### src/design/memPkg.sv
package memPkg;

    // core data path width
    localparam int xlen = 32;

    // one RAM word
    localparam int byteWidth = 8;

    // number of bytes moved by a data access
    typedef enum logic [1:0] {
        lenByte = 2'd0,
        lenHalf = 2'd1,
        lenWord = 2'd2
    } accessLen;

    typedef enum logic {
        opLoad  = 1'b0,
        opStore = 1'b1
    } lsOp;

    // which client currently owns the RAM
    typedef enum logic [1:0] {
        busyNone = 2'd0,
        busyData = 2'd1,
        busyInst = 2'd2
    } busyCode;

    // first fetch address after reset
    localparam logic [xlen-1:0] resetPc = 32'h0000_0000;

endpackage
### src/design/instFetch.sv
`timescale 1ns/1ps

module instFetch (
    input  logic                    clk,
    input  logic                    rst,
    input  logic                    fetchEn,

    // controller side
    output logic                    instReq,
    output logic [memPkg::xlen-1:0] pc,
    input  logic                    instDone,
    input  logic [memPkg::xlen-1:0] inst,

    // fetched instruction out
    output logic                    instValid,
    output logic [memPkg::xlen-1:0] instWord,
    output logic [memPkg::xlen-1:0] instPc
);
    import memPkg::*;

    // a requested fetch runs to completion even if fetchEn drops
    logic pending;

    assign instReq = fetchEn || pending;

    always_ff @(posedge clk) begin
        if (rst) begin
            pending   <= 1'b0;
            instValid <= 1'b0;
            pc        <= resetPc;
        end else begin
            instValid <= instDone;
            if (instDone) begin
                pending <= 1'b0;
                pc      <= pc + xlen'(4);
            end else if (fetchEn) begin
                pending <= 1'b1;
            end
        end
    end

    always_ff @(posedge clk) begin
        if (instDone) begin
            instWord <= inst;
            instPc   <= pc;
        end
    end

endmodule

### config.mk
export PLATFORM = sky130hd
export DESIGN_NAME = instFetch
export DESIGN_NICKNAME = d
export VERILOG_FILES = /design/src/design/memPkg.sv /design/src/design/instFetch.sv
export SDC_FILE = /design/constraint.sdc
export NUM_CORES = 1
export LEC_CHECK = 0
export BUFFER_PORTS_ARGS = -buffer_cell sky130_fd_sc_hd__buf_2
export CORE_MARGIN = 4
export CORE_UTILIZATION = 48
export CTS_CLUSTER_SIZE = 20
export DETAILED_ROUTE_END_ITERATION = 10
export PLACE_DENSITY = 0.84
export REMOVE_ABC_BUFFERS = 1
export SYNTH_ARGS = -nofsm -noshare
export SYNTH_HDL_FRONTEND = slang
export SYNTH_SLANG_ARGS = --single-unit
### constraint.sdc
create_clock -name clk -period 2.19 [get_ports clk]
set_input_delay 0.3285 -clock clk [delete_from_list [all_inputs] [get_ports clk]]
set_output_delay 0.3285 -clock clk [all_outputs]
set_load 0.02 [all_outputs]
==> key figures <==
Outcome
  • Status: finished, final reports clean

Worst setup path
  • Worst flop-to-flop path endpoint: pc[19]
  • Setup crit end kind: flop
  • Slowest stage delay, CP: 0.55 ns
  • WP data required: around 2.5 ns
  • CP startpoint kind: flop
  • Critical path class: reg -> reg
  • RR Startpoint: pc[10]
  • Worst path cell trace: nand4_4 > or4_1 > buf_4 > or4_1 > a21oi_1
  • Critical-path maximum fanout: 19
  • Reg2reg path depth: 5
  • Most used cell, CP: or4_1
  • WP data arrival: 2.35 ns
  • Slowest cell on the critical path: or4_1
  • R2R setup slack: 0.11 ns

STA
  • Final slew viol count: 0
  • Final setup vio count: 0
  • Slew at the pin closest to its max-slew limit: 0.751 ns
  • Worst setup margin: 0.115 ns
  • Unrepaired setup endpoints after global routing: no
  • Hold Vio Cnt, Final: 0
  • Setup TNS: 0 ns
  • Max Clk Rate: between 400 and 500 MHz
  • Final period utilization: 0.948
  • Final Skew: 0.0106 ns
  • Max_slew headroom: 0.499
  • Min cycle time layout: 2.08 ns

Global route
  • Initial antenna violation count: 0
  • Overflow after GRT: 0
  • GR Util All Layers: 0.183
  • Largest net degree at the start of global routing: 62
  • Vias in the first global route: 2,386
  • First-pass GRT wire length: 11,900 µm

Detailed routing
  • Drt first pass iters: 4
  • Detailed Route Iter0 Violations: 162
  • Drt drc: 0
  • Vias: approximately 2,500
  • DRT antenna net count: 0
  • Vias per inst: 5.22
  • WL final: ~7700 µm
  • Routed WL per cell: roughly 16 µm

Logic synthesis
  • Seq/Total Area, Yosys: 0.733
  • Synth Warn #: 0
  • Mapped Area: approximately 0.0034 mm²
  • Syn Inst Count: 242
  • EDFF count, synth: 62
  • Main synth FF type: edfxtp_1
  • Post-synth ARST share: 0
  • Register bit count reported by yosys: 94
  • Distinct cells, synth: 34
  • Synthesized area per cell: 14.1 µm²

Floorplanning
  • Chip height: 92.3 µm
  • Die area: 0.00852 mm²
  • Core area: 0.00687 mm²
  • Initial Utilization: 0.497
  • Die X-Extent: 92.3 µm
  • I/O Pins: between 100 and 150
  • Site Rows: 30

Pwr
  • Sw frac: 0.226
  • Net load switching power: approximately 0.80 mW
  • Share of power burned in combinational logic: 0.072
  • Int Pwr: between 2 and 3 mW
  • Cell Pwr Density: 795 mW/mm²
  • Leakage: 1.82 nW
  • Clock power share: 0.364
  • Reg power frac: 0.564
  • Max VDD drop: 0.386 mV

Cells and area
  • # nets final: between 400 and 500
  • Final Util: 0.644
  • Most common cell after layout, fill and taps aside: buf_2
  • Most frequent cells in the layout: 129 x buf_2, 62 x edfxtp_1, 31 x dfxtp_1
  • Layout Cells excl Fill: 481
  • Synth-to-Final Area Change: 29.6%
  • Ant. Diodes: 0
  • Layout cells sized above 1: 0.423

Place
  • DP Worst Slack: 0.117 ns
  • Routability cong.: between 0.7 and 0.8
  • Placed cells: approximately 470
  • Number of port buffers: 129
  • HPWL Detailed: 5540 µm

Clock tree
  • Longest Clk Path Bufs: 2
  • PostCTS Resize Cnt: 0
  • Clock transition at the registers of the reported paths: 0.09 ns
  • TritonCTS clock tree: yes
  • Clock Sinks: between 90 and 100
  • CTS Hold Bufs: 0
  • H-tree levels: 3
  • Root buf cell: clkbuf_8
  • Worst-skew pair later-pin latency: 0.36 ns
  • CTS buffer count: 9
  • Post-CTS Repair Setup Buffers: 0

Worst hold path
  • Hold path endpoint: instWord[28]
  • Hold Crit Depth: 1
  • Hold path startpoint: inst[28]
  • HP Class: in -> reg

Flow run
  • Maxcap violations: 0
through the flow:
step                cell area (µm²)  hold WS [ns]  power [mW]
floorplan                      3350         0.398        2.14
global placement               4190         0.470        2.27
detailed placement             4190         0.478        2.28
CTS                            4420         0.124        3.55
global route                   4420         0.119        3.65
finish                         4420         0.145        3.52
worst max-delay path by stage:
| stage | end | start | depth (start not counted) |
|---|---|---|---|
| 6_report | pc[19] | pc[10] | 5 |
| 2_1_floorplan | pc[19] | pc[8] | 4 |
| 3_5_place_dp | pc[24] | pc[9] | 5 |
| 5_1_grt | pc[19] | pc[10] | 5 |
| 3_3_place_gp | pc[26] | pc[9] | 5 |
| 4_1_cts | pc[19] | pc[9] | 5 |
power by group through the flow:
stage          Sequential (mW)  Clock [mW]  Combinational [mW]
2_1_floorplan             2.12           0              0.0224
3_3_place_gp              2.02           0               0.251
3_5_place_dp              2.03           0               0.257
4_1_cts                   1.98        1.31               0.258
5_1_grt                   1.99        1.39               0.271
6_report                  1.98        1.28               0.254
flip-flops by register name, indices dropped and copies added, names as in the netlist:
| name | flops |
|---|---|
| pc | 30 |
| instWord | 32 |
| instPc | 30 |
| instValid | 1 |
| pending | 1 |
final cells by class:
type | instances | area [µm²]
clock buffer | 10 | 138
inverter | 5 | 18.8
fill | 509 | 2440
sequential | 94 | 2500
multi-input combinational | 131 | 830
clock inverter | 6 | 93.8
timing repair buffer | 139 | 721
tap | 96 | 120
kinds of logic (layout without fill, tap and decap cells):
logic type	Yosys count	after routing	synth area share
AND/OR/NAND/NOR	83	83	0.141
XOR/XNOR	12	12	0.0308
buffers and inverters	20	160	0.0271
flip-flops	94	94	0.733
other	1	4	0.00110
adder cells (fa/ha/maj)	1	1	0.00367
AO/OA/AOI/OAI	26	26	0.0473
multiplexers	5	5	0.0161
cells in the mapped netlist, types with 5 or more instances:
master,instances,share of area
nor2_1,18,0.020
xnor2_1,10,0.026
a21oi_1,13,0.019
dfxtp_1,32,0.19
or4_1,8,0.018
nand4_1,8,0.015
o31ai_1,8,0.018
nand2_1,8,0.0088
inv_1,5,0.0055
clkbuf_1,8,0.0088
nor4_1,9,0.016
edfxtp_1,62,0.55
nand3_1,11,0.016
per-layer routing:
metal  track usage  vias to the layer above  part of all wire
li1              -                     1182                 -
met1         0.210                     1191              0.39
met2         0.308                      124              0.50
met3        0.0561                       15             0.085
met4        0.0916                        0             0.023
met5             0                        -                 0
worst max-delay path: cells and delay by family, from the launching register on:
family	cells	cell delay (ns)
AO/OA/AOI/OAI	1	0.15
buffers and inverters	1	0.21
AND/OR/NAND/NOR	3	1.19
flip-flops	1	0.44
(Power assumes the default switching activity.)
