===== src/design/memPkg.sv =====
package memPkg;

    // core data path width
    localparam int xlen = 32;

    // one RAM word
    localparam int byteWidth = 8;

    // number of bytes moved by a data access
    typedef enum logic [1:0] {
        lenByte = 2'd0,
        lenHalf = 2'd1,
        lenWord = 2'd2
    } accessLen;

    typedef enum logic {
        opLoad  = 1'b0,
        opStore = 1'b1
    } lsOp;

    // which client currently owns the RAM
    typedef enum logic [1:0] {
        busyNone = 2'd0,
        busyData = 2'd1,
        busyInst = 2'd2
    } busyCode;

    // first fetch address after reset
    localparam logic [xlen-1:0] resetPc = 32'h0000_0000;

endpackage

===== src/design/loadStoreUnit.sv =====
`timescale 1ns/1ps

module loadStoreUnit (
    input  logic                    clk,
    input  logic                    rst,

    // command side
    input  logic                    lsValid,
    input  memPkg::lsOp             lsOp,
    input  memPkg::accessLen        lsLen,
    input  logic                    lsSigned,
    input  logic [memPkg::xlen-1:0] lsAddr,
    input  logic [memPkg::xlen-1:0] lsWdata,
    output logic                    lsBusy,

    // controller side
    output logic                    dataReq,
    output memPkg::lsOp             dataOp,
    output memPkg::accessLen        dataLen,
    output logic [memPkg::xlen-1:0] dataAddr,
    output logic [memPkg::xlen-1:0] dataWrite,
    input  logic                    dataDone,
    input  logic [memPkg::xlen-1:0] dataRead,

    // results
    output logic                    loadValid,
    output logic [memPkg::xlen-1:0] loadData,
    output logic                    storeDone
);
    import memPkg::*;

    logic pending;
    logic signedReg;
    logic accept;
    logic [xlen-1:0] extended;

    assign accept = lsValid && !pending;
    assign dataReq = pending;
    assign lsBusy = pending;

    // dataRead is already zero above the access length
    always_comb begin
        extended = dataRead;
        if (signedReg) begin
            case (dataLen)
                lenByte: extended = {{(xlen - 8){dataRead[7]}}, dataRead[7:0]};
                lenHalf: extended = {{(xlen - 16){dataRead[15]}}, dataRead[15:0]};
                default: extended = dataRead;
            endcase
        end
    end

    always_ff @(posedge clk) begin
        if (rst) begin
            pending   <= 1'b0;
            loadValid <= 1'b0;
            storeDone <= 1'b0;
        end else begin
            loadValid <= dataDone && (dataOp == opLoad);
            storeDone <= dataDone && (dataOp == opStore);
            if (dataDone) begin
                pending <= 1'b0;
            end else if (accept) begin
                pending <= 1'b1;
            end
        end
    end

    // command held toward the controller until dataDone
    always_ff @(posedge clk) begin
        if (accept) begin
            dataOp    <= lsOp;
            dataLen   <= lsLen;
            dataAddr  <= lsAddr;
            dataWrite <= lsWdata;
            signedReg <= lsSigned;
        end
    end

    always_ff @(posedge clk) begin
        if (dataDone && dataOp == opLoad) begin
            loadData <= extended;
        end
    end

endmodule


===== config.mk =====
export PLATFORM = sky130hd
export DESIGN_NAME = loadStoreUnit
export DESIGN_NICKNAME = d
export VERILOG_FILES = /design/src/design/memPkg.sv /design/src/design/loadStoreUnit.sv
export SDC_FILE = /design/constraint.sdc
export NUM_CORES = 1
export LEC_CHECK = 0
export BUFFER_PORTS_ARGS = -buffer_cell sky130_fd_sc_hd__buf_2
export CAP_MARGIN = 20
export CORE_UTILIZATION = 39
export DETAILED_ROUTE_END_ITERATION = 10
export GPL_ROUTABILITY_DRIVEN = 0
export PLACE_DENSITY_LB_ADDON = 0.25
export SLEW_MARGIN = 5
export SYNTH_ARGS = -nofsm -noshare
export SYNTH_HDL_FRONTEND = slang
export SYNTH_SLANG_ARGS = --single-unit

===== constraint.sdc =====
create_clock -name clk -period 4.4 [get_ports clk]
set_clock_uncertainty 0.05 [all_clocks]
set_input_delay 0.88 -clock clk [delete_from_list [all_inputs] [get_ports clk]]
set_output_delay 0.88 -clock clk [all_outputs]
set_load 0.005 [all_outputs]

==> impl_metrics.yaml, run 1 <==
run_status:
  status: "finished clean"
clocking:
  post_cts_resized: 0
  clock_path_buffers: 2
  ctsHoldBuffers: 0
  cts_setup_buffers: 0
  cts_sinks: 103
  insertion_delay_ps: 360
  cts_tree: "yes"
  cts_inserted_buffers: 9
  clock-root-buffer: "clkbuf_8"
  cts_htree_levels: 3
  clk_pin_slew_ps: 100
floorplanning:
  start_util_pct: 40.0
  io_pins: 207
  die_w_um: 96.4
  die-area_mm2: 0.00928
  core_mm2: 0.00868
  row_count: 34
  chipHeight_um: 96.4
synthesis:
  synth.ff_latch_count: 103
  mappedNetlistNets: 263
  yosysSeqAreaShare_pct: 88.2
  yosysTopAreaCellShare_pct: 86.5
  synthCells: 159
  yosysUniqueCellTypes: 16
  yosysWarnings: 0
  yosys-top-cells-area: "edfxtp_1 86%, mux2i_1 4.6%, dfxtp_1 1.7%"
  syn_avg_cell_area_um2: 21.8
  syn_area_mm2: 0.00347
  yosysTopAreaCell: "edfxtp_1"
pwr:
  peakVddDrop_mv: 0.252
  power.density_mw_per_mm2: 385
  p_total_mw: 1.85
  leakage_nw: 2.15
timing:
  rsz0062_at_grt: "no"
  tns_ps: 0
  finalCritPeriodShare_pct: 44.2
  setup_viol: 0
  relSlewSlack_pct: 31.2
  min_period_ps: 1950
  drv_slew: 0
  tightest_slew_ps: 1030
  max_clock_freq_mhz: 514
  hold_viol_final: 0
routing:
  drtAntennaViolNets: 0
  wl_per_cell_um: 15.1
  first_pass_iters: 4
  drc: 0
  viasPerCell: 4.42
  drt_first_iter_violations: 29
  routed_wirelength_um: 7340
  via_count: 2148
layout:
  diodes: 0
  area_growth_pct: 38.3
  drive_gt1_share_pct: 60.3
  mostFrequentLayoutCells: "206 x buf_2, 100 x edfxtp_1, 16 x inv_1, 16 x mux2i_1, 9 x clkbuf_8"
  layout_commonest_cell: "buf_2"
  fin_area_mm2: 0.00480
  nFillCells: 749
  final_nets: 477
global_route:
  grt_max_degree: 33
  antenna_found_initial: 0
  grt_overflow: 0
  track_usage_pct: 15.0
  grt_pass1_vias: 1985
  grt_pass1_wl_um: 9750
worst_setup_path:
  max_stage_delay_ps: 520
  critPathSlowestCell: "nor2b_4"
  cp_max_fo: 25
  cp_top_family: "buffers and inverters"
  crit_buf_inv: 2
  path_class: "in -> reg"
  path_cells: "buf_2 > nor2b_4 > buf_4"
  crit_required_ps: 4380
  worstPathArrival_ps: 1930
  end_kind: "flip-flop"
  critPathLaunchType: "primary input"
placement:
  port_buffers: 206
  dp_hpwl_um: 5590
  place_area_mm2: 0.00462
job:
  cap_violations: 0
worst_hold_path:
  worstHoldPathType: "reg -> reg"
==> logic make-up (layout without fill, tap and decap cells) <==
| family | after synthesis | count (layout) | share of synthesized area [%] |
|---|---|---|---|
| and+or+nand+nor | 9 | 9 | 1.87 |
| buffers and inverters | 22 | 241 | 3.17 |
| AOI/OAI and AO/OA | 8 | 8 | 1.73 |
| DFF | 103 | 103 | 88.2 |
| muxes | 17 | 17 | 5.01 |
==> per-stage QoR <==
step,hold slack [ps],worst slack [ps],util (%),std cells
6_report,475,2450,55.3,486
5_1_grt,501,2370,55.3,486
4_1_cts,484,2430,55.3,486
3_5_place_dp,468,2030,53.3,470
3_3_place_gp,458,2060,53.3,470
2_1_floorplan,426,1260,-,159
==> synth_stat cells <==
cell type,number
dfxtp_1,3
or3b_1,1
buf_4,3
mux2i_2,1
and3b_1,1
mux2i_1,16
edfxtp_1,100
nor2b_1,3
nor2_1,1
and4bb_2,1
buf_6,2
a21o_1,8
nor3b_1,1
nor3_1,1
buf_2,1
inv_1,16
==> final timing paths <==
kind / slack [ps] / depth (start not counted) / to / from
setup / recovery: 2450 / 3 / dataLen[1]$_DFFE_PP_ / lsValid
hold / removal: 470 / 1 / loadValid$_SDFF_PP0_ / dataOp$_DFFE_PP_
setup reg to reg: 2620 / 2 / loadData[24]$_DFFE_PP_ / dataLen[1]$_DFFE_PP_
hold reg to reg: 470 / 1 / loadValid$_SDFF_PP0_ / dataOp$_DFFE_PP_
==> layer usage <==
metal / track usage, % / routed length, um
met2: 25.1 / 3500
met4: 7.35 / 129
met1: 16.0 / 2780
met5: 0 / 0
met3: 7.11 / 930
==> worst register-to-register path: stages, from the launching register on <==
cell	delay, ps
edfxtp_1	440
nor2b_2	820
mux2i_1	190
==> registers in the layout, indices dropped and copies added, names as in the netlist <==
| register | count |
|---|---|
| dataAddr | 32 |
| dataWrite | 32 |
| loadData | 32 |
| dataLen | 2 |
| dataOp | 1 |
| dataReq | 1 |
| loadValid | 1 |
| signedReg | 1 |
| storeDone | 1 |
==> power by group <==
part           internal (mW)  switching, mW  leakage, nW
Combinational         0.0812         0.0773         1.07
Clock                  0.213          0.323       0.0916
Sequential              1.14         0.0142        0.983
==> cell type report <==
type / count / area [um2] / share of cell area [%]
Tap cell: 108 / 135 / 2.81
Sequential cell: 103 / 3060 / 63.8
Multi-Input combinational cell: 34 / 312 / 6.49
Clock inverter: 7 / 53.8 / 1.12
Inverter: 16 / 60.1 / 1.25
Timing Repair Buffer: 209 / 1050 / 21.9
Clock buffer: 9 / 124 / 2.58
Note: power is estimated with default switching activity, not from simulation.
==> run 2: changes to the inputs <==
clock period = 1.7 ns   (was 4.4 ns; I/O delays follow)
==> run 2 against run 1 <==
Effect of this change: combinational power grew to 2.7 times the previous value; final cell count up 0.21%; first-iteration DRC count up 31%; hold slack got worse by 370 ps; via count is 0.65% higher; routed wire length is 2.1% lower; critical path type is now reg -> reg; critical endpoint is now loadData[10]$_DFFE_PP_.
==> impl_metrics.yaml, run 2 (synthesized netlist as in run 1, its figures left out) <==
worst_setup_path:
  path_class: "reg -> reg"
  cp_max_fo: 8
  reg2reg_depth: 2
  crit_required_ps: 1760
  end_kind: "flip-flop"
  r2r_end: "loadData[10]$_DFFE_PP_"
  r2r_slack_ps: 230
  worstPathArrival_ps: 1530
  critPathLaunchType: "flip-flop"
  r2r_start: "dataLen[0]$_DFFE_PP_"
floorplanning:
  die-area_mm2: 0.00928
  chipHeight_um: 96.4
  die_w_um: 96.4
  core_mm2: 0.00868
  row_count: 34
  io_pins: 207
  start_util_pct: 40.0
timing:
  worst_hold_slack_ps: 105
  relSlewSlack_pct: 82.6
  hold_viol_final: 0
  max_clock_freq_mhz: 681
  min_period_ps: 1470
  tightest_slew_ps: 261
  setup_viol: 0
  tns_ps: 0
  finalCritPeriodShare_pct: 86.4
  setup_ws_ps: 231
  rsz0062_at_grt: "no"
  drv_slew: 0
clocking:
  ctsHoldBuffers: 0
  insertion_delay_ps: 350
  post_cts_resized: 0
  clk_pin_slew_ps: 90
  cts_tree: "yes"
  cts_setup_buffers: 0
  cts_htree_levels: 3
  clock-root-buffer: "clkbuf_8"
  clock_path_buffers: 2
  cts_sinks: 103
  cts_inserted_buffers: 9
global_route:
  track_usage_pct: 15.0
  grt_pass1_wl_um: 9830
  grt_overflow: 0
  antenna_found_initial: 0
  grt_pass1_vias: 2031
  grt_max_degree: 43
placement:
  dp.cells: 473
  dp_hpwl_um: 5520
  port_buffers: 206
  place_ws_ps: 236
layout:
  mostFrequentLayoutCells: "206 x buf_2, 100 x edfxtp_1, 16 x inv_1, 16 x mux2i_1, 9 x clkbuf_8"
  post-route-util_pct: 56.5
  layout_commonest_cell: "buf_2"
  final_cells: 487
  largest_registers: "dataAddr (32), dataWrite (32), loadData (32)"
  drive_gt1_share_pct: 60.9
  nFillCells: 730
  area_growth_pct: 41.3
  diodes: 0
  final_nets: 480
run_status:
  status: "finished clean"
pwr:
  power.density_mw_per_mm2: 1050
  peakVddDrop_mv: 0.509
  leakage_nw: 2.19
routing:
  drc: 0
  via_count: 2162
  first_pass_iters: 4
  drtAntennaViolNets: 0
  routed_wirelength_um: 7190
  wl_per_cell_um: 14.8
  drt_first_iter_violations: 38
  viasPerCell: 4.44
job:
  cap_violations: 0
worst_hold_path:
  hold_depth: 1
  worstHoldStart: "lsAddr[7]"
  hold_end: "dataAddr[7]$_DFFE_PP_"
  worstHoldPathType: "in -> reg"
run 2: cell count changes in the layout (fill, tap and decap cells not counted), sizes merged:
| cell | delta |
|---|---|
| buf | +3 |
| clkinv | -3 |
| bufinv | +3 |
| clkinvlp | +1 |
| inv | -3 |
run 2: critical path, cell delays in order (launching register included):
cell and delay [ps]:
edfxtp_1 450, or3b_1 500, a21o_1 220
run 2: worst max path at each step:
stage	slack (ps)	endpoint	cells past startpoint	from
2_1_floorplan	-150	dataAddr[0]$_DFFE_PP_	1	lsValid
3_3_place_gp	270	loadData[11]$_DFFE_PP_	2	dataLen[1]$_DFFE_PP_
3_5_place_dp	240	loadData[10]$_DFFE_PP_	2	dataLen[1]$_DFFE_PP_
4_1_cts	210	loadData[10]$_DFFE_PP_	2	dataLen[0]$_DFFE_PP_
5_1_grt	150	loadData[10]$_DFFE_PP_	2	dataLen[0]$_DFFE_PP_
6_report	230	loadData[10]$_DFFE_PP_	2	dataLen[0]$_DFFE_PP_
run 2: where the power goes:
group / leakage [nW] / internal (mW) / switching [mW]
Combinational: 1.10 / 0.224 / 0.201
Sequential: 0.983 / 2.95 / 0.0359
Clock: 0.112 / 0.967 / 0.776
run 2: layout make-up:
class | count | area [um2] | share of cell area [%]
tap | 108 | 135 | 2.75
sequential | 103 | 3060 | 62.4
timing repair buffer | 212 | 1100 | 22.4
clock inverter | 5 | 106 | 2.17
clock buffer | 9 | 124 | 2.52
inverter | 16 | 60.1 | 1.22
multi-input combinational | 34 | 317 | 6.45
run 2: layer usage:
layer / global-route usage, % / vias to the layer above / wire length [um]
met3: 7.58 / 14 / 973
met4: 8.21 / 0 / 165
li1: - / 1026 / -
met5: 0 / - / 0
met1: 15.6 / 989 / 2530
met2: 24.5 / 133 / 3520
run 2: through the flow:
step,power (mW),area [um2]
2_1_floorplan,3.19,3490
3_3_place_gp,3.47,4680
3_5_place_dp,3.48,4680
4_1_cts,5.23,4910
5_1_grt,5.34,4910
6_report,5.15,4910
