===== src/design/memPkg.sv =====
package memPkg;

    // core data path width
    localparam int xlen = 32;

    // one RAM word
    localparam int byteWidth = 8;

    // number of bytes moved by a data access
    typedef enum logic [1:0] {
        lenByte = 2'd0,
        lenHalf = 2'd1,
        lenWord = 2'd2
    } accessLen;

    typedef enum logic {
        opLoad  = 1'b0,
        opStore = 1'b1
    } lsOp;

    // which client currently owns the RAM
    typedef enum logic [1:0] {
        busyNone = 2'd0,
        busyData = 2'd1,
        busyInst = 2'd2
    } busyCode;

    // first fetch address after reset
    localparam logic [xlen-1:0] resetPc = 32'h0000_0000;

endpackage

===== src/design/memCtrl.sv =====
`timescale 1ns/1ps

module memCtrl (
    input  logic                         clk,
    input  logic                         rst,
    input  logic                         rdy,

    // fetch client
    input  logic                         instReq,
    input  logic [memPkg::xlen-1:0]      pc,
    output logic                         instDone,
    output logic [memPkg::xlen-1:0]      inst,

    // load/store client
    input  logic                         dataReq,
    input  memPkg::lsOp                  dataOp,
    input  memPkg::accessLen             dataLen,
    input  logic [memPkg::xlen-1:0]      dataAddr,
    input  logic [memPkg::xlen-1:0]      dataWrite,
    output logic                         dataDone,
    output logic [memPkg::xlen-1:0]      dataRead,

    // RAM side
    output logic [memPkg::xlen-1:0]      memAddr,
    output logic                         memWe,
    output logic [memPkg::byteWidth-1:0] memWdata,
    input  logic [memPkg::byteWidth-1:0] memRdata,

    output memPkg::busyCode              busy
);
    import memPkg::*;

    // control state
    busyCode owner;
    logic [2:0] stage;

    // access latched at grant
    logic [xlen-1:0] base;
    lsOp op;
    accessLen len;
    logic [xlen-1:0] assembly;

    logic [2:0] byteCount;
    logic [2:0] addrStep;
    logic [1:0] rdLane;
    logic [xlen-1:0] merged;
    logic reading;
    logic lastStage;
    logic finish;

    always_comb begin
        case (len)
            lenByte: byteCount = 3'd1;
            lenHalf: byteCount = 3'd2;
            default: byteCount = 3'd4;
        endcase
    end

    assign reading = (owner == busyInst) || (owner == busyData && op == opLoad);

    // loads and fetches finish one stage after the last address,
    // stores finish on the last write
    always_comb begin
        case (owner)
            busyInst: lastStage = (stage == 3'd4);
            busyData: begin
                if (op == opStore) begin
                    lastStage = (stage == byteCount - 3'd1);
                end else begin
                    lastStage = (stage == byteCount);
                end
            end
            default: lastStage = 1'b0;
        endcase
    end

    assign finish = rdy && lastStage;
    assign instDone = finish && (owner == busyInst);
    assign dataDone = finish && (owner == busyData);

    // byte arriving now belongs to the address of the previous stage
    assign rdLane = stage[1:0] - 2'd1;

    // last byte goes straight to the client on the done cycle
    assign merged = assembly
        | ({{(xlen - byteWidth){1'b0}}, memRdata} << (rdLane * byteWidth));

    assign inst = merged;
    assign dataRead = merged;

    // while stalled keep presenting the previous address, so the byte
    // still owed to the assembly register is there when rdy returns
    assign addrStep = rdy ? stage : stage - 3'd1;
    assign memAddr = base + {{(xlen - 3){1'b0}}, addrStep};

    assign memWe = rdy && (owner == busyData) && (op == opStore);
    assign memWdata = dataWrite[stage[1:0] * byteWidth +: byteWidth];

    assign busy = owner;

    // owner and stage counter
    always_ff @(posedge clk) begin
        if (rst) begin
            owner <= busyNone;
            stage <= 3'd0;
        end else if (rdy) begin
            if (owner == busyNone) begin
                stage <= 3'd0;
                // data wins over fetch, decided only here
                if (dataReq) begin
                    owner <= busyData;
                end else if (instReq) begin
                    owner <= busyInst;
                end
            end else if (lastStage) begin
                owner <= busyNone;
                stage <= 3'd0;
            end else begin
                stage <= stage + 3'd1;
            end
        end
    end

    // access parameters and byte collection
    always_ff @(posedge clk) begin
        if (rdy) begin
            if (owner == busyNone) begin
                assembly <= '0;
                if (dataReq) begin
                    base <= dataAddr;
                    op   <= dataOp;
                    len  <= dataLen;
                end else begin
                    base <= pc;
                    op   <= opLoad;
                    len  <= lenWord;
                end
            end else if (reading && stage != 3'd0) begin
                assembly[rdLane * byteWidth +: byteWidth] <= memRdata;
            end
        end
    end

endmodule


===== config.mk =====
export PLATFORM = sky130hd
export DESIGN_NAME = memCtrl
export DESIGN_NICKNAME = d
export VERILOG_FILES = /design/src/design/memPkg.sv /design/src/design/memCtrl.sv
export SDC_FILE = /design/constraint.sdc
export NUM_CORES = 1
export LEC_CHECK = 0
export BUFFER_PORTS_ARGS = -buffer_cell sky130_fd_sc_hd__buf_2
export CAP_MARGIN = 20
export CORE_MARGIN = 2
export CORE_UTILIZATION = 40
export CTS_CLUSTER_SIZE = 24
export DETAILED_ROUTE_END_ITERATION = 12
export PLACE_DENSITY_LB_ADDON = 0.12
export SLEW_MARGIN = 10
export SYNTH_ARGS = -nofsm -noshare
export SYNTH_HDL_FRONTEND = slang
export SYNTH_SLANG_ARGS = --single-unit

===== constraint.sdc =====
create_clock -name clk -period 3.7 [get_ports clk]
set_input_delay 0.74 -clock clk [delete_from_list [all_inputs] [get_ports clk]]
set_output_delay 0.74 -clock clk [all_outputs]
set_load 0.1 [all_outputs]

==> flow_summary.ini, run 1 <==
[critical_path]
path_class = in -> out
endpoint_kind = primary output
crit_path_max_incr_delay_ns = 0.48
critPathRequiredTime_ns = 2.96
critical_path_cell_count = 11
crit_path_start_kind = primary input
path_delay_family = simple AND/OR/NAND/NOR gates
path_cells = buf_12 -> xnor2_4 -> ha_4 -> inv_2 -> fa_2 -> nor2b_4 -> o2111ai_4 -> or4_4 -> nor2_4 -> xor2_4 -> buf_12
cp_max_fo = 4
critPathArrivalTime_ns = 2.88
cp_slowest_cell = or4_4
critPathBufInv = 3
cpMostUsedCell = buf_12
r2r_cells = 6

[timing]
period_needed_ns = 3.62
relSlewSlack_pct = 41.3
finalHoldViolations = 0
max_freq_mhz = 277
fin_tns_setup_ns = 0
rsz0062_at_grt = yes
setup_viol = 0
fin_crit_sh_pct = 97.7
worst_pin_slew_ns = 0.881
drv_slew = 0
skew_ns = 0.00599

[floorplanning]
fp.dieArea_sq_um = 13300
fp.coreArea_sq_um = 12100
initial_core_util_pct = 41.0
die_height_um = 115
rows = 40
ios = 221
fp.dieW_um = 115

[synth]
ys.flop_type = edfxtp_1
ys_seq_area_share_pct = 42.7
yosys_warnings = 0
synth_seq_cells = 72
synth_cell_type_count = 49
async_reset_ff_share_pct = 0
synth_edf_count = 67
postSynthAreaPerCell_sq_um = 10.7
syn_area_sq_um = 4950
syn_inst = 464
synth_fp_nets = 591

[placement]
dp_hpwl_um = 10500
place.gp.congestion = 0.787
portBuffers = 220
place_area_sq_um = 8010

[cts]
cts_tree = yes
ctsLongestPathBuffers = 2
ctsHoldBuffers = 0
clk_pin_slew_worst_paths_ns = 0.06
numCtsBuffers = 9
clock-sinks = 72
clock_latency_ns = 0.33
cts-root-buf = clkbuf_16
htreeDepth = 3

[run]
maxCapViolCount = 0

[layout]
syn2layout_area_growth_pct = 71.7
regArea_sq_um = 2120
drive_gt1_share_pct = 55.5
fin_area_sq_um = 8500
fillers = 857
final_common_cell = buf_2
fin_nets = 787
n_antenna_cell = 0
final_cell_mix = buf_2, buf_12, edfxtp_1, nor2_1, a21oi_1
multi_input_area_sq_um = 3090

[power]
powerDensity_nw_per_um2 = 565
p_leak_nw = 3.59
vdd_drop_max_mv = 0.392

[routing]
drc = 0
drtIter0Drc = 163
routed_wl_um = 13600
via_per_inst = 5.07
drt-pass1-iter-count = 4
vias = 4226
ant_nets = 0
wl_per_cell_um = 16.3

[status]
status = complete, no violations

[hold_path]
min_path_cells = 2
hp-class = reg -> reg

[global_routing]
grt_overflow = 0
grt_pass1_wl_um = 21500
gr-usage-all-layers_pct = 20.9
grt_max_degree = 39
grt_pass1_vias = 4377
grt_antenna_before_repair = 0
per-stage QoR:
stage	setup WS (ns)	power, mW	hold WS (ns)	instances	util, %
2_1_floorplan	-0.333	3.01	0.628	464	-
3_3_place_gp	-0.0324	3.85	0.519	812	66.4
3_5_place_dp	-0.0592	3.88	0.531	812	66.4
4_1_cts	-0.0439	4.82	0.540	833	69.9
5_1_grt	-0.0278	4.96	0.566	833	70.5
6_report	0.0834	4.81	0.543	833	70.5
logic make-up (layout without fill, tap and decap cells):
logic type      Yosys count  after routing  share of synthesized area (%)
compound gates           86             86                           11.5
xor+xnor                 36             36                           6.37
fa+ha+maj                15             15                           3.94
buf+inv                  71            272                           8.16
flops                    72             72                           42.7
mux                      41             41                           11.1
simple gates            143            143                           16.3
worst reg2reg max path: cells and delay by family, from the launching register on:
family / cells / cell delay [ns]
AO/OA/AOI/OAI: 1 / 0.16
adder cells (fa/ha/maj): 1 / 0.43
buffers and inverters: 2 / 0.41
flip-flops: 1 / 0.36
AND/OR/NAND/NOR: 2 / 0.86
per-layer routing:
metal / global-route usage [%] / part of all wire (%) / vias to the layer above
li1: - / - / 2020
met1: 23.7 / 38 / 2030
met2: 38.7 / 54 / 158
met3: 4.90 / 6.4 / 18
met4: 6.67 / 1.6 / 0
met5: 0 / 0 / -
path summary, 6_finish.rpt:
kind | to | from | slack [ns]
min reg2reg | busy[0]$_SDFFE_PP0P_ | busy[0]$_SDFFE_PP0P_ | 0.54
max reg2reg | assembly[20]$_SDFFCE_PN0P_ | stage[0]$_SDFFE_PP0P_ | 1.34
min | busy[0]$_SDFFE_PP0P_ | busy[0]$_SDFFE_PP0P_ | 0.54
max | memAddr[30] | rdy | 0.08
synth_stat cells (all sizes together), types with 2 or more instances:
cell type	count	area share, %
xnor2	28	5.0
nand2b	2	0.25
and3	6	0.76
ha	14	3.5
nor2	45	3.5
nand3	17	1.7
xor2	8	1.4
a21oi	38	3.9
mux2	32	7.3
nand4	5	0.63
inv	15	1.1
and2	8	1.0
buf	48	6.4
o21a	3	0.45
mux4	8	3.6
and4	3	0.63
nor4b	3	0.91
edfxtp	67	41
clkbuf	8	0.61
o32ai	3	0.53
nor4	3	0.81
a21o	32	4.9
nor2b	35	4.4
nand2	12	0.96
o21ai	3	0.30
dfxtp	5	2.0
timing repair:
action	CTS	global route
pin swaps	9	6
resized for setup	18	15
buffers inserted	5	0
setup endpoints to repair	9	17
sequential cells by signal, indices dropped and copies added (netlist names):
signal    cells
busy          2
base         32
op            1
stage         3
len           2
assembly     32
final cells by class:
class	count	share of cell area, %
multi-input combinational	321	36.4
timing repair buffer	241	31.9
sequential	72	24.9
clock buffer	10	2.69
tap	168	2.47
clock inverter	6	0.986
inverter	15	0.692
power breakdown:
part / switching (mW) / internal, mW / total (mW)
sequential: 0.0937 / 1.03 / 1.12
combinational: 1.82 / 0.944 / 2.76
clock: 0.332 / 0.587 / 0.919
total: 2.24 / 2.56 / 4.81
Power figures use the tool's default switching activity.
==> inputs of run 2 (changes only) <==
--- a/config.mk
+++ b/config.mk
@@ -7,6 +7,7 @@
 export LEC_CHECK = 0
 export BUFFER_PORTS_ARGS = -buffer_cell sky130_fd_sc_hd__buf_2
 export CAP_MARGIN = 20
+export CORE_ASPECT_RATIO = 1.1
 export CORE_MARGIN = 2
 export CORE_UTILIZATION = 40
 export CTS_CLUSTER_SIZE = 24
==> run 2 against run 1 <==
Global-route usage about the same. Critical path type unchanged. Via count is 1.1% higher. Flip-flop and latch count is the same. Core utilization down 0.37 points. Final area down 0.75%. Combinational power barely moved. Total power shrank 2.0%. Maximum frequency fell by 1.6%. Register-to-register slack better by 0.07 ns. Die area about the same. Sequential share of layout area increased by 0.19 points.
==> flow_summary.ini, run 2 (synthesis gave the netlist of run 1 again) <==
[global_routing]
grt_pass1_wl_um = 21400
grt_overflow = 0
grt_pass1_vias = 4455
grt_max_degree = 39
grt_antenna_before_repair = 0
gr-usage-all-layers_pct = 20.9

[layout]
drive_gt1_share_pct = 55.1
final_common_cell = buf_2
syn2layout_area_growth_pct = 70.5
final_cell_mix = buf_2, buf_12, edfxtp_1, nor2_1, a21oi_1
fin_nets = 792
n_antenna_cell = 0
reg_top3 = assembly x32, base x32, stage x3

[power]
clkPwrFrac_pct = 17.6
p_sw_mw = 2.23
p_sw_share_pct = 47.4
power_frac_seq_pct = 23.9
vdd_drop_max_mv = 0.385
pwr-share-comb_pct = 58.5
powerDensity_nw_per_um2 = 558
p_int_mw = 2.48
p_leak_nw = 3.60

[critical_path]
r2r-end = stage[2]$_SDFFE_PP0P_
critPathBufInv = 3
cp_max_fo = 4
endpoint_kind = primary output
crit_path_max_incr_delay_ns = 0.48
path_delay_family = simple AND/OR/NAND/NOR gates
cp_slowest_cell = or4_4
critPathArrivalTime_ns = 2.93
reg2reg_slack_ns = 1.41
critPathRequiredTime_ns = 2.96
r2r_start = len[0]$_SDFFCE_PN0P_
path_class = in -> out
r2r_cells = 8
crit_path_start_kind = primary input
path_cells = buf_4 -> xnor2_2 -> ha_2 -> inv_2 -> fa_2 -> nor2b_4 -> o2111ai_4 -> or4_4 -> nor2_4 -> xor2_4 -> buf_12

[floorplanning]
ios = 221
initial_core_util_pct = 41.1
rows = 42
fp.dieW_um = 110
die_height_um = 121
fp.coreArea_sq_um = 12000
fp.dieArea_sq_um = 13300

[hold_path]
hp-start = busy[0]$_SDFFE_PP0P_
min_to = busy[0]$_SDFFE_PP0P_
min_path_cells = 2
hp-class = reg -> reg

[routing]
vias = 4274
routed_wl_um = 13700
drt-pass1-iter-count = 4
via_per_inst = 5.19
drc = 0
drtIter0Drc = 212
wl_per_cell_um = 16.6
ant_nets = 0

[timing]
drv_slew = 0
worst_pin_slew_ns = 0.906
setup_slack_ns = 0.0257
finalHoldViolations = 0
relSlewSlack_pct = 39.6
skew_ns = 0.00270
period_needed_ns = 3.67
max_freq_mhz = 272
fin_crit_sh_pct = 99.3
rsz0062_at_grt = yes
holdWs_ns = 0.534
setup_viol = 0

[placement]
portBuffers = 220
dp_hpwl_um = 10600
place.gp.congestion = 0.861
place_ws_ns = -0.0634

[cts]
clock_latency_ns = 0.33
numCtsBuffers = 9
clock-sinks = 72
cts_tree = yes
ctsHoldBuffers = 0
cts-root-buf = clkbuf_16
clk_pin_slew_worst_paths_ns = 0.05
ctsLongestPathBuffers = 2
htreeDepth = 3

[run]
maxCapViolCount = 0

[status]
status = complete, no violations
[run 2: cell types whose count changed in the layout (fill, tap and decap cells not counted), sizes merged]
cell	before	now
buf	239	245
clkinv	2	5
clkinvlp	2	0
bufinv	2	1
clkbuf	12	11
[run 2: worst min-delay path, delay by kind of cell, from the launching register on]
| family | cells | cell delay (ns) |
|---|---|---|
| AOI/OAI and AO/OA | 1 | 0.07 |
| DFF | 1 | 0.34 |
| and+or+nand+nor | 1 | 0.07 |
[run 2: through the flow]
step                      power, mW  setup TNS, ns  area (sq um)  utilization, %  std cells
after floorplan                3.01         -0.958          5530               -        464
after global placement         3.85        -0.0554          8000            66.5        799
after detailed placement       3.88        -0.0895          8000            66.5        799
after CTS                      4.73        -0.0815          8380            69.6        821
after global routing           4.87         -0.102          8440            70.1        824
final                          4.71              0          8440            70.1        824
[run 2: routing by layer]
layer | track usage [%] | wire length (um)
met3 | 4.47 | 947
met1 | 24.6 | 5180
met5 | 0 | 0
met4 | 6.88 | 184
met2 | 37.2 | 7350
[run 2: power by group through the flow]
stage / clock [mW] / combinational [mW] / sequential, mW
final: 0.828 / 2.76 / 1.13
after global routing: 0.884 / 2.84 / 1.14
after CTS: 0.841 / 2.77 / 1.13
after detailed placement: 0 / 2.74 / 1.14
after global placement: 0 / 2.71 / 1.13
after floorplan: 0 / 1.86 / 1.14
[run 2: repair_timing]
item	CTS	global route
pin swaps	7	10
setup buffers	6	3
endpoints found under the setup margin	13	15
gates resized for setup	14	11
gates cloned	0	0
[run 2: cell type report]
class | instances | area [sq um]
Tap cell | 154 | 193
Sequential cell | 72 | 2120
Clock inverter | 6 | 50.0
Multi-Input combinational cell | 321 | 3060
Clock buffer | 10 | 229
Fill cell | 818 | 3590
Timing Repair Buffer | 246 | 2730
Inverter | 15 | 61.3
[run 2: how the worst max path moves through the flow]
| stage | from | endpoint | slack, ns | cells after the start |
|---|---|---|---|---|
| 3_3_place_gp | rdy | memAddr[28] | -0.05 | 11 |
| 4_1_cts | stage[1]$_SDFFE_PP0P_ | memAddr[30] | -0.07 | 11 |
| 3_5_place_dp | rdy | memAddr[28] | -0.06 | 11 |
| 2_1_floorplan | rdy | memAddr[30] | -0.33 | 11 |
| 5_1_grt | stage[0]$_SDFFE_PP0P_ | memAddr[30] | -0.06 | 11 |
| 6_report | rdy | memAddr[30] | 0.03 | 11 |
==> inputs of run 3 (changes only) <==
--- a/config.mk
+++ b/config.mk
@@ -12,7 +12,7 @@
 export CORE_UTILIZATION = 40
 export CTS_CLUSTER_SIZE = 24
 export DETAILED_ROUTE_END_ITERATION = 12
-export PLACE_DENSITY_LB_ADDON = 0.12
+export PLACE_DENSITY_LB_ADDON = 0.05
 export SLEW_MARGIN = 10
 export SYNTH_ARGS = -nofsm -noshare
 export SYNTH_HDL_FRONTEND = slang
==> run 3 against run 2 <==
Die area is the same. Register-to-register slack lost 0.05 ns. Total power grew 0.23%. Wire length is essentially flat. Critical path depth is the same. Cell count grew 0.12%. Critical endpoint unchanged. Largest power group unchanged.
==> flow_summary.ini, run 3 (synthesis gave the netlist of run 1 again) <==
[hold_path]
hp-class = reg -> reg
min_path_cells = 2
hp-start = busy[0]$_SDFFE_PP0P_
min_to = busy[0]$_SDFFE_PP0P_

[cts]
htreeDepth = 3
cts-root-buf = clkbuf_16
clk_pin_slew_worst_paths_ns = 0.06
ctsHoldBuffers = 0
clock-sinks = 72
cts_tree = yes
clock_latency_ns = 0.33
numCtsBuffers = 9
ctsLongestPathBuffers = 2

[placement]
portBuffers = 220
place_area_sq_um = 7980
place.gp.congestion = 0.809
dp.cells = 796
dp_hpwl_um = 10600

[routing]
wl_per_cell_um = 16.6
ant_nets = 0
routed_wl_um = 13700
drtIter0Drc = 134
via_per_inst = 5.16
vias = 4253
drt-pass1-iter-count = 4
drc = 0

[layout]
reg_top3 = assembly x32, base x32, stage x3
final_cell_mix = buf_2, buf_12, edfxtp_1, nor2_1, a21oi_1
n_antenna_cell = 0
fillers = 864
fin_cells = 825
regArea_sq_um = 2120
fin_area_sq_um = 8460
syn2layout_area_growth_pct = 70.9
fin_nets = 793
final_core_util_pct = 70.3
drive_gt1_share_pct = 55.1
multi_input_area_sq_um = 3060
final_common_cell = buf_2

[floorplanning]
ios = 221
die_height_um = 121
fp.dieW_um = 110
fp.coreArea_sq_um = 12000
initial_core_util_pct = 41.1
rows = 42
fp.dieArea_sq_um = 13300

[global_routing]
grt_pass1_vias = 4231
gr-usage-all-layers_pct = 20.5
grt_antenna_before_repair = 0
grt_pass1_wl_um = 20800
grt_max_degree = 39
grt_overflow = 0

[timing]
max_freq_mhz = 272
fin_crit_sh_pct = 99.3
period_needed_ns = 3.67
worst_pin_slew_ns = 0.903
skew_ns = 0.00455
drv_slew = 0
finalHoldViolations = 0
rsz0062_at_grt = yes
setup_viol = 0
relSlewSlack_pct = 39.8

[critical_path]
critPathRequiredTime_ns = 2.96
endpoint_kind = primary output
reg2reg_slack_ns = 1.36
r2r_start = stage[0]$_SDFFE_PP0P_
crit_path_start_kind = primary input
path_class = in -> out
r2r_cells = 6
r2r-end = assembly[22]$_SDFFCE_PN0P_
critPathArrivalTime_ns = 2.93
cp_max_fo = 4

[power]
powerDensity_nw_per_um2 = 558
p_leak_nw = 3.61
vdd_drop_max_mv = 0.402
finalPower_mw = 4.72

[status]
status = complete, no violations

[run]
maxCapViolCount = 0
[run 3: worst max path at each step]
| stage | from | cells after the start | end |
|---|---|---|---|
| after CTS | stage[0]$_SDFFE_PP0P_ | 11 | memAddr[30] |
| after floorplan | rdy | 11 | memAddr[30] |
| after global routing | rdy | 11 | memAddr[30] |
| final | rdy | 11 | memAddr[30] |
| after global placement | rdy | 11 | memAddr[28] |
| after detailed placement | rdy | 11 | memAddr[28] |
[run 3: report_power, final]
part | total [mW] | switching, mW | internal [mW]
Combinational | 2.76 | 1.82 | 0.945
Sequential | 1.13 | 0.0959 | 1.03
Clock | 0.831 | 0.316 | 0.515
[run 3: stage by stage]
stage	worst slack, ns	hold WS, ns	TNS, ns
2_1_floorplan	-0.333	0.628	-0.958
3_3_place_gp	-0.0463	0.519	-0.0624
3_5_place_dp	-0.0757	0.530	-0.131
4_1_cts	-0.0592	0.539	-0.0592
5_1_grt	-0.0460	0.578	-0.0833
6_report	0.0251	0.531	0
[run 3: final cells by class]
class | instances | share of cell area, %
Tap cell | 154 | 2.28
Clock buffer | 11 | 2.75
Timing Repair Buffer | 247 | 32.5
Clock inverter | 5 | 0.562
Multi-Input combinational cell | 321 | 36.1
Inverter | 15 | 0.724
Sequential cell | 72 | 25.0
[run 3: routing by layer]
layer | GRT usage [%] | vias to the layer above | routed length (um)
met5 | 0 | - | 0
met3 | 4.37 | 15 | 1030
met4 | 7.04 | 0 | 237
met2 | 37.5 | 178 | 7470
met1 | 23.2 | 2032 | 4930
li1 | - | 2028 | -
[run 3: worst max-delay path: stages]
cell and delay (ns):
buf_8 0.12, xnor2_4 0.13, ha_2 0.20, inv_2 0.04
fa_2 0.38, nor2b_4 0.16, o2111ai_4 0.14, or4_4 0.48
nor2_4 0.15, xor2_4 0.19, buf_12 0.19
[run 3: timing repair]
item                       in CTS  in global routing
pin swaps                       8                 10
buffers inserted                7                  6
resized for setup              17                  8
setup endpoints to repair      17                 10
